$ cat src/hdl/aesStatePkg.sv
// AES-128 state and sequencing types
// Byte, column and block layout plus the control word shared by the datapaths

`default_nettype none

package aesStatePkg;

  // One state or key byte
  typedef logic [7:0] aesByte;

  // One column of four bytes
  // Element 0 sits in the top byte and holds row 0
  typedef aesByte [0:3] aesWord;

  // Full 128-bit state or round key
  // Word 0 is the top 32 bits, so blk[c][r] is byte index 4*c + r
  typedef aesWord [0:3] aesBlock;

  // Full rounds after the initial key addition
  localparam int unsigned NumRounds = 10;

  // Round counter holds 0 when idle, 1 to NumRounds while running
  localparam int unsigned RoundIndexWidth = 4;

  // Control word from the sequencer, seven bits
  typedef struct packed {
    // Accepted load, high in the cycle before the capture edge
    logic start;
    // Substitution cycle of a round
    logic subPhase;
    // Final round, mix columns skipped
    logic lastRound;
    // Current round number
    logic [RoundIndexWidth-1:0] roundIndex;
  } aesCtrl;

  // Update cycle of a round
  // Needs a live round index since the phase bit is low while idle
  function automatic logic isUpdate(aesCtrl ctrl);
    return !ctrl.subPhase && (ctrl.roundIndex != '0);
  endfunction

endpackage

`default_nettype wire
$ cat src/hdl/aesControl.sv
// AES round sequencer
// Steps ten rounds of substitute then update, drives busy and the done pulse

`timescale 1ns/1ps
`default_nettype none

module aesControl
  import aesStatePkg::*;
(
  input  logic   clk,
  input  logic   reset,
  input  logic   load,
  output aesCtrl ctrl,
  output logic   busy,
  output logic   done
);

  ////////////////////////////////////////////////////////////////////////////
  // Sequencer registers
  ////////////////////////////////////////////////////////////////////////////

  // Run flag
  logic running;
  // High on the substitution half of a round
  logic phase;
  // Zero while idle
  logic [RoundIndexWidth-1:0] roundIndex;

  // Load is taken only while idle
  assign ctrl.start      = load && !running;
  assign ctrl.subPhase   = phase;
  assign ctrl.lastRound  = (roundIndex == NumRounds);
  assign ctrl.roundIndex = roundIndex;

  assign busy = running;

  always_ff @(posedge clk) begin
    if (reset) begin
      running    <= 1'b0;
      phase      <= 1'b0;
      roundIndex <= '0;
      done       <= 1'b0;
    end else begin
      done <= 1'b0;
      if (ctrl.start) begin
        // Capture edge, round 1 opens with substitution
        running    <= 1'b1;
        phase      <= 1'b1;
        roundIndex <= RoundIndexWidth'(1);
      end else if (running) begin
        if (phase) begin
          phase <= 1'b0;
        end else if (ctrl.lastRound) begin
          // Round ten update edge
          running    <= 1'b0;
          roundIndex <= '0;
          done       <= 1'b1;
        end else begin
          phase      <= 1'b1;
          roundIndex <= roundIndex + 1'b1;
        end
      end
    end
  end

  ////////////////////////////////////////////////////////////////////////////
  // Checks
  ////////////////////////////////////////////////////////////////////////////

  // Done follows an update edge, never a substitution cycle
  assert property (@(posedge clk) disable iff (reset)
    done |-> !ctrl.subPhase);

  // Counter stays in range for the whole run
  assert property (@(posedge clk) disable iff (reset)
    busy |-> (roundIndex inside {[1:NumRounds]}));

  // A load during a run never reopens round 1
  assert property (@(posedge clk) disable iff (reset)
    (busy && load) |=> !(ctrl.subPhase && ctrl.roundIndex == 1));

endmodule

`default_nettype wire

$ cat config.mk
export PLATFORM = sky130hd
export DESIGN_NAME = aesControl
export DESIGN_NICKNAME = d
export VERILOG_FILES = /design/src/hdl/aesStatePkg.sv /design/src/hdl/aesControl.sv
export SDC_FILE = /design/constraint.sdc
export NUM_CORES = 1
export LEC_CHECK = 0
export BUFFER_PORTS_ARGS = -buffer_cell sky130_fd_sc_hd__clkbuf_2
export CORE_AREA = 2 2 39 41
export CTS_CLUSTER_DIAMETER = 150
export DETAILED_ROUTE_END_ITERATION = 12
export DIE_AREA = 0 0 41 43
export MAX_ROUTING_LAYER = met4
export PLACE_DENSITY_LB_ADDON = 0.3
export REMOVE_ABC_BUFFERS = 1
export SYNTH_ARGS = -nofsm -noshare
export SYNTH_HDL_FRONTEND = slang
export SYNTH_SLANG_ARGS = --single-unit
$ cat constraint.sdc
create_clock -name clk -period 1.6 [get_ports clk]
set_clock_uncertainty 0.2 [all_clocks]
set_input_delay 0.32 -clock clk [delete_from_list [all_inputs] [get_ports clk]]
set_output_delay 0.32 -clock clk [all_outputs]
set_load 0.005 [all_outputs]
==> results of run 1 <==
[metal layers]
metal / routed length [um] / vias to the layer above / part of all wire, % / GRT usage (%)
li1: - / 160 / - / -
met2: 277 / 12 / 39 / 12.2
met4: 14 / 0 / 2.0 / 4.00
met5: 0 / - / 0 / -
met3: 68 / 2 / 9.6 / 7.85
met1: 350 / 130 / 49 / 12.6
[Yosys cell counts, types with 2 or more instances]
cell	instances
a21oi_1	3
dfxtp_1	7
nor2b_1	3
nor3_1	4
o21ai_0	2
[through the flow]
| stage | setup slack, ps | hold WS [ps] | setup TNS (ps) | std cells | utilization [%] |
|---|---|---|---|---|---|
| floorplan | 253 | 189 | 0 | 34 | - |
| detailed placement | 170 | 384 | 0 | 62 | 28.8 |
| CTS | 17.9 | 137 | 0 | 66 | 31.4 |
| finish | 53.5 | 137 | 0 | 68 | 32.6 |
| global placement | 176 | 375 | 0 | 62 | 28.8 |
| global route | -3.46 | 140 | -3.46 | 68 | 32.6 |
[what timing repair did]
action	in CTS	in global routing
setup buffers	0	2
hold buffers	0	0
setup endpoints to repair	1	1
resized for setup	3	2
[report_power, final]
| group | switching [mW] | internal (mW) |
|---|---|---|
| registers | 0.0118 | 0.183 |
| logic | 0.0200 | 0.0249 |
| clock network | 0.0677 | 0.0953 |
| total | 0.0995 | 0.303 |
[path summary, 6_finish.rpt]
check / end / depth (start not counted)
hold reg to reg: phase / 2
setup reg to reg: roundIndex[3] / 4
setup / recovery: ctrl[4] / 4
hold / removal: roundIndex[0] / 2
[layout make-up]
| type | instances | area share, % |
|---|---|---|
| Multi-Input combinational cell | 26 | 39.9 |
| Sequential cell | 7 | 31.9 |
| Timing Repair Buffer | 14 | 17.2 |
| Clock buffer | 4 | 5.82 |
| Tap cell | 16 | 4.43 |
| Inverter | 1 | 0.831 |
[registers in the layout, indices dropped and copies added, names as in the netlist]
register    count
busy            1
done            1
phase           1
roundIndex      4
[cell families (layout without fill, tap and decap cells)]
family / count (synthesis) / count (layout) / share of synthesized area (%)
XOR/XNOR: 1 / 1 / 2.70
AO/OA/AOI/OAI: 8 / 8 / 14.3
flip-flops: 7 / 7 / 43.2
multiplexers: 1 / 1 / 3.09
buffers and inverters: 2 / 19 / 3.47
AND/OR/NAND/NOR: 16 / 16 / 33.2
==> results.sh, run 1 <==
export IMPL_worst_pin_slew_ps=244
export IMPL_root_buffer="clkbuf_4"
export IMPL_setup_viol=0
export IMPL_multi_input_area_um2=180
export IMPL_coreArea_mm2=0.00138
export IMPL_power_density_mw_per_mm2=892
export IMPL_clk_pin_slew_ps=60
export IMPL_min_period_ps=1550
export IMPL_cts_tree="built"
export IMPL_ys_seq_elements=7
export IMPL_clk_path_buf_depth=2
export IMPL_io_buffers=11
export IMPL_critPathTopFamily="flip-flops"
export IMPL_postLayoutCellArea_um2=452
export IMPL_cts_max_level=1
export IMPL_yosysTopAreaCell="dfxtp_1"
export IMPL_firstDrtPassIters=2
export IMPL_crit_fanout=4
export IMPL_drt_vias_per_instance=4.47
export IMPL_ys_types=21
export IMPL_drt_wl_total_um=710
export IMPL_regArea_um2=144
export IMPL_place_congestion=0.685
export IMPL_n_antenna_cell=0
export IMPL_antenna_found_initial=0
export IMPL_synthFlopType="dfxtp_1"
export IMPL_grt_pass1_vias=262
export IMPL_p_leak_nw=0.224
export IMPL_drt_iter0_markers=3
export IMPL_syn_instance_count=35
export IMPL_holdCritPathClass="in2reg"
export IMPL_syn_to_final_growth_pct=39.4
export IMPL_cp_slowest_cell="dfxtp_2"
export IMPL_post_dp_cell_area_um2=399
export IMPL_grt_max_degree=10
export IMPL_rows=14
export IMPL_fin_nets=56
export IMPL_cp_end_kind="output port"
export IMPL_final_common_cell="clkbuf_2"
export IMPL_synthTopCellsByArea="dfxtp_1 43%, nand3b_4 6.2%, nor3_1 6.2%"
export IMPL_grt_usage_pct=10.2
export IMPL_power_mw=0.403
export IMPL_cp_arrival_ps=1030
export IMPL_start_util_pct=23.4
export IMPL_most_common_layout_cells="11 x clkbuf_2, 4 x nor3_1, 4 x dfxtp_1"
export IMPL_hp_start="reset"
export IMPL_final_max_slew_viol_count=0
export IMPL_num_vias=304
export IMPL_finalHoldViolCount=0
export IMPL_ant_nets=0
export IMPL_rsz0062_at_grt="yes"
export IMPL_worst_setup_path_start_kind="flop"
export IMPL_die_height_um=43
export IMPL_fmax_mhz=647
export IMPL_clock_latency_ps=260
export IMPL_layout_drive_gt1_share_pct=44.2
export IMPL_ios=12
export IMPL_cts_sinks=7
export IMPL_drc=0
export IMPL_netlist_area_um2=324
export IMPL_ys_seq_area_share_pct=43.2
export IMPL_vdd_drop_max_v=0.000379
export IMPL_reg2reg_setup_slack_ps=270
export IMPL_crit_buf_inv=2
export IMPL_dieArea_mm2=0.00176
export IMPL_cp_required_ps=1080
export IMPL_synth_warnings=0
export IMPL_path_cells="nor2b_4 -> nand3b_4 -> inv_2 -> clkbuf_2"
export IMPL_reg2reg_from="busy"
export IMPL_critPathMaxStageDelay_ps=340
export IMPL_place_hpwl_um=517
export IMPL_synth_top_area_share_pct=43.2
export IMPL_die_x_um=41
export IMPL_syn_avg_cell_area_um2=9.26
export IMPL_maxCapViolCount=0
export IMPL_slew_headroom_pct=83.7
export IMPL_critPathKind="reg2out"
export IMPL_crit_start="roundIndex[3]"
export IMPL_synth_enable_flop_cells=0
export IMPL_grt_overflow=0
export IMPL_status="finished, final reports clean"
export IMPL_cts_buffers=3
export IMPL_async_flop_share_pct=0
export IMPL_fin_crit_sh_pct=96.7
export IMPL_n_fill_cell=152
export IMPL_grt_pass1_wl_mm=1.12
export IMPL_wl_per_cell_um=10.4
No activity file was read; power rests on OpenSTA's default activity.
==> inputs of run 2 (changes only) <==
--- a/config.mk
+++ b/config.mk
@@ -7,6 +7,7 @@
 export LEC_CHECK = 0
 export BUFFER_PORTS_ARGS = -buffer_cell sky130_fd_sc_hd__clkbuf_2
 export CORE_AREA = 2 2 39 41
+export CTS_BUF_LIST = sky130_fd_sc_hd__clkbuf_8
 export CTS_CLUSTER_DIAMETER = 150
 export DETAILED_ROUTE_END_ITERATION = 12
 export DIE_AREA = 0 0 41 43
==> run 2 against run 1 <==
Compared with the run above:
- design area rose by 0.55%
- non-clock buffer count fell by 2
- die area did not move
- routed wire length fell by 3.9%
- power rose by 20%
==> results.sh, run 2 (synthesized netlist as in run 1, its figures left out) <==
export IMPL_status="finished, final reports clean"
export IMPL_fmax_mhz=653
export IMPL_grt_overflow=0
export IMPL_met1_length_um=325
export IMPL_ctsHoldBuffers=0
export IMPL_start_util_pct=23.4
export IMPL_worst_pin_slew_ps=245
export IMPL_maxCapViolCount=0
export IMPL_cp_required_ps=1080
export IMPL_seq_power_share_pct=40.6
export IMPL_p_leak_nw=0.226
export IMPL_holdCritPathClass="in2reg"
export IMPL_critPathKind="reg2out"
export IMPL_route_met3_wl_um=68
export IMPL_final_max_slew_viol_count=0
export IMPL_cp_arrival_ps=1010
export IMPL_clk_path_buf_depth=2
export IMPL_crit_fanout=5
export IMPL_clockPowerShare_pct=50.0
export IMPL_setup_viol=0
export IMPL_root_buffer="clkbuf_8"
export IMPL_drt_vias_per_instance=4.50
export IMPL_io_buffers=11
export IMPL_clock_latency_ps=230
export IMPL_antenna_found_initial=0
export IMPL_most_common_layout_cells="11 x clkbuf_2, 5 x dfxtp_1, 4 x nor3_1, 3 x a21oi_1, 3 x clkbuf_8"
export IMPL_power_density_mw_per_mm2=1060
export IMPL_setup_tns_ps=0
export IMPL_vdd_drop_max_v=0.000501
export IMPL_cp_end_kind="output port"
export IMPL_die_x_um=41
export IMPL_dieArea_mm2=0.00176
export IMPL_top_register="roundIndex"
export IMPL_largest_register_ffs=4
export IMPL_fin_nets=54
export IMPL_cts_sinks=7
export IMPL_syn_to_final_growth_pct=40.2
export IMPL_grt_usage_pct=10.2
export IMPL_place_congestion=0.685
export IMPL_rsz0062_at_grt="no"
export IMPL_layout_drive_gt1_share_pct=40.0
export IMPL_cts_tree="built"
export IMPL_post_cts_buffers=0
export IMPL_p_int_mw=0.374
export IMPL_cts_buffers=3
export IMPL_ant_nets=0
export IMPL_switching_share_pct=22.2
export IMPL_clk_pin_slew_ps=40
export IMPL_min_period_ps=1530
export IMPL_coreArea_mm2=0.00138
export IMPL_wl_per_cell_um=10.3
export IMPL_finalHoldViolCount=0
export IMPL_cts_max_level=1
export IMPL_num_vias=297
export IMPL_post_dp_cell_area_um2=399
export IMPL_place_hpwl_um=517
export IMPL_ios=12
export IMPL_p_switching_mw=0.107
export IMPL_grt_pass1_wl_mm=1.12
export IMPL_p_comb_share_pct=9.4
export IMPL_postLayoutCellArea_um2=454
export IMPL_wl_met2_um=274
export IMPL_firstDrtPassIters=3
export IMPL_top_layer_used="met4"
export IMPL_drt_iter0_markers=2
export IMPL_rows=14
export IMPL_worst_setup_path_start_kind="flop"
export IMPL_grt_pass1_vias=265
export IMPL_die_height_um=43
export IMPL_drc=0
export IMPL_n_antenna_cell=0
export IMPL_fin_crit_sh_pct=95.6
export IMPL_final_common_cell="clkbuf_2"
export IMPL_slew_headroom_pct=83.6
export IMPL_grt_max_degree=10
export IMPL_drt_wl_total_um=682
[run 2: cell count changes in the layout (fill, tap and decap cells not counted)]
cell      delta
buf_4        -2
dfxtp_1      +1
dfxtp_2      -1
clkbuf_4     -3
clkbuf_8     +3
clkbuf_1     -1
inv_1        +1
[run 2: worst paths after layout]
path / from / endpoint / slack (ps) / depth (start not counted)
hold / removal: reset / roundIndex[0] / 170 / 2
setup / recovery: roundIndex[2] / ctrl[4] / 70 / 4
hold reg to reg: phase / phase / 380 / 2
setup reg to reg: roundIndex[2] / roundIndex[0] / 210 / 5
[run 2: what timing repair did]
| item | CTS | global route |
|---|---|---|
| gates resized for setup | 2 | 2 |
| endpoints found under the setup margin | 1 | 1 |
| pin swaps | 0 | 0 |
| endpoints found under the hold margin | 0 | 0 |
[run 2: power by group through the flow]
| stage | logic (mW) | clock network (mW) | registers, mW |
|---|---|---|---|
| floorplan | 0.0248 | 0 | 0.196 |
| global placement | 0.0461 | 0 | 0.198 |
| detailed placement | 0.0454 | 0 | 0.198 |
| CTS | 0.0458 | 0.249 | 0.195 |
| global route | 0.0516 | 0.260 | 0.197 |
| finish | 0.0450 | 0.241 | 0.195 |
[run 2: final cells by class]
| class | instances | area [um^2] |
|---|---|---|
| multi-input cells | 26 | 180 |
| flip-flops and latches | 7 | 143 |
| well taps | 16 | 20.0 |
| inverters | 1 | 3.75 |
| clock buffers | 3 | 41.3 |
| clock inverters | 1 | 3.75 |
| repair buffers | 12 | 62.6 |
| fillers | 153 | 930 |
[run 2: metrics by stage]
stage	hold WS, ps	util [%]	instances	total power, mW	setup WS, ps
floorplan	189	-	34	0.221	253
global placement	375	28.8	62	0.244	176
detailed placement	384	28.8	62	0.243	170
CTS	171	32.6	66	0.490	16.8
global route	170	32.8	66	0.509	8.48
finish	165	32.8	66	0.481	69.8
[run 2: critical path: stages, from the launching register on]
cell	delay [ps]
dfxtp_1	360
nor2b_4	160
nand3b_4	100
inv_2	60
clkbuf_2	100
[run 2: routing by layer]
metal | track usage (%) | up-vias
met3 | 7.85 | 2
met4 | 4.00 | 0
met5 | - | -
li1 | - | 154
met2 | 12.2 | 12
met1 | 12.6 | 129
==> inputs of run 3 (changes only) <==
--- a/config.mk
+++ b/config.mk
@@ -11,6 +11,7 @@
 export CTS_CLUSTER_DIAMETER = 150
 export DETAILED_ROUTE_END_ITERATION = 12
 export DIE_AREA = 0 0 41 43
+export GPL_TIMING_DRIVEN = 0
 export MAX_ROUTING_LAYER = met4
 export PLACE_DENSITY_LB_ADDON = 0.3
 export REMOVE_ABC_BUFFERS = 1
==> run 3 against run 2 <==
Compared with the run above:
- critical path depth stayed put
- first-iteration DRC count grew to 2.5 times the previous value
- maximum frequency fell by 0.43%
- non-clock buffer count down 1
- die area is the same
- setup slack got worse by 6.6 ps
- sequential cell count stayed put
- sequential power about the same
- power down 0.98%
- global-route usage decreased by 0.28 points
- combinational power fell by 4%
- largest power group unchanged
==> results.sh, run 3 (synthesized netlist as in run 1, its figures left out) <==
export IMPL_crit_fanout=4
export IMPL_clk_path_buf_depth=2
export IMPL_cp_arrival_ps=1020
export IMPL_grt_max_degree=10
export IMPL_rsz0062_at_grt="no"
export IMPL_setup_viol=0
export IMPL_coreArea_mm2=0.00138
export IMPL_cts_tree="built"
export IMPL_finalHoldViolCount=0
export IMPL_place_hpwl_um=496
export IMPL_drc=0
export IMPL_vdd_drop_max_v=0.000658
export IMPL_rows=14
export IMPL_n_antenna_cell=0
export IMPL_fin_crit_sh_pct=96.1
export IMPL_cts_buffers=3
export IMPL_dpl_worst_slack_ps=153
export IMPL_drt_vias_per_instance=4.66
export IMPL_root_buffer="clkbuf_8"
export IMPL_seq_power_share_pct=41.2
export IMPL_top_register="roundIndex"
export IMPL_clockPowerShare_pct=49.7
export IMPL_cp_end_kind="output port"
export IMPL_layout_drive_gt1_share_pct=40.8
export IMPL_clock_latency_ps=220
export IMPL_grt_pass1_wl_mm=1.11
export IMPL_place_congestion=0.746
export IMPL_final_common_cell="clkbuf_2"
export IMPL_drt_iter0_markers=5
export IMPL_status="finished, final reports clean"
export IMPL_num_vias=303
export IMPL_p_leak_nw=0.222
export IMPL_ant_nets=0
export IMPL_p_switching_mw=0.104
export IMPL_cp_slowest_cell="dfxtp_2"
export IMPL_power_density_mw_per_mm2=1060
export IMPL_power_mw=0.477
export IMPL_cts_sinks=7
export IMPL_firstDrtPassIters=4
export IMPL_cp_required_ps=1080
export IMPL_largest_register_ffs=4
export IMPL_grt_overflow=0
export IMPL_holdCritPathClass="in2reg"
export IMPL_ios=12
export IMPL_min_period_ps=1540
export IMPL_path_cells="nor2b_4 -> nand3b_4 -> inv_2 -> clkbuf_2"
export IMPL_critPathKind="reg2out"
export IMPL_most_common_layout_cells="11 x clkbuf_2, 5 x dfxtp_1, 4 x nor3_1, 3 x a21oi_1, 3 x clkbuf_8"
export IMPL_p_int_mw=0.372
export IMPL_post_cts_buffers=0
export IMPL_cts_max_level=1
export IMPL_maxCapViolCount=0
export IMPL_start_util_pct=23.4
export IMPL_die_height_um=43
export IMPL_io_buffers=11
export IMPL_grt_usage_pct=9.92
export IMPL_grt_pass1_vias=249
export IMPL_syn_to_final_growth_pct=38.6
export IMPL_switching_share_pct=21.8
export IMPL_fmax_mhz=651
export IMPL_antenna_found_initial=0
export IMPL_slew_headroom_pct=83.0
export IMPL_dieArea_mm2=0.00176
export IMPL_die_x_um=41
export IMPL_n_fill_cell=151
export IMPL_ctsHoldBuffers=0
export IMPL_final_max_slew_viol_count=0
export IMPL_p_comb_share_pct=9.1
export IMPL_worst_setup_path_start_kind="flop"
export IMPL_worst_pin_slew_ps=255
export IMPL_critPathMaxStageDelay_ps=350
export IMPL_clk_pin_slew_ps=40
export IMPL_wl_per_cell_um=10.6
export IMPL_setup_tns_ps=0
export IMPL_drt_wl_total_um=692
export IMPL_worst_slack_ps=63.2
export IMPL_fin_nets=53
run 3: changes by cell type in the layout (fill, tap and decap cells not counted), sizes merged:
cell / previous run / this run
buf: 1 / 0
run 3: layout make-up:
cell class	instances	area, um^2	share of cell area, %
well taps	16	20.0	4.46
clock buffers	3	41.3	9.19
multi-input cells	26	183	40.7
repair buffers	11	55.1	12.3
inverters	1	3.75	0.836
clock inverters	1	3.75	0.836
flip-flops and latches	7	143	31.8
run 3: metal layers:
layer	global-route usage [%]	vias to the layer above	part of all wire, %
met5	-	-	0
met2	11.6	8	41
met3	3.14	2	5.6
met4	8.00	0	2.0
li1	-	156	-
met1	13.4	137	51
run 3: timing repair:
action | CTS | global route
hold endpoints to repair | 0 | 0
setup endpoints to repair | 1 | 2
resized for setup | 2 | 3
run 3: metrics by stage:
| stage | hold WS [ps] | util [%] | cell area, um^2 | instances |
|---|---|---|---|---|
| after floorplan | 189 | - | 317 | 34 |
| after global placement | 374 | 28.3 | 392 | 61 |
| after detailed placement | 382 | 28.3 | 392 | 61 |
| after CTS | 160 | 32.1 | 444 | 65 |
| after global routing | 174 | 32.5 | 449 | 65 |
| final | 152 | 32.5 | 449 | 65 |
run 3: worst paths after layout:
check,cells past startpoint,to,from,slack (ps)
max,4,ctrl[4],roundIndex[3],60
min,2,roundIndex[0],reset,150
max reg2reg,4,roundIndex[3],busy,210
min reg2reg,2,phase,phase,390
run 3: power groups by stage:
| stage | clock, mW | sequential, mW | combinational (mW) |
|---|---|---|---|
| 5_1_grt | 0.258 | 0.198 | 0.0484 |
| 3_3_place_gp | 0 | 0.198 | 0.0428 |
| 3_5_place_dp | 0 | 0.198 | 0.0425 |
| 4_1_cts | 0.243 | 0.195 | 0.0431 |
| 6_report | 0.237 | 0.196 | 0.0433 |
| 2_1_floorplan | 0 | 0.196 | 0.0248 |
run 3: worst max-delay path, delay by kind of cell, from the launching register on:
| kind | cells | cell delay [ps] |
|---|---|---|
| flops | 1 | 350 |
| simple gates | 2 | 280 |
| buf+inv | 2 | 170 |
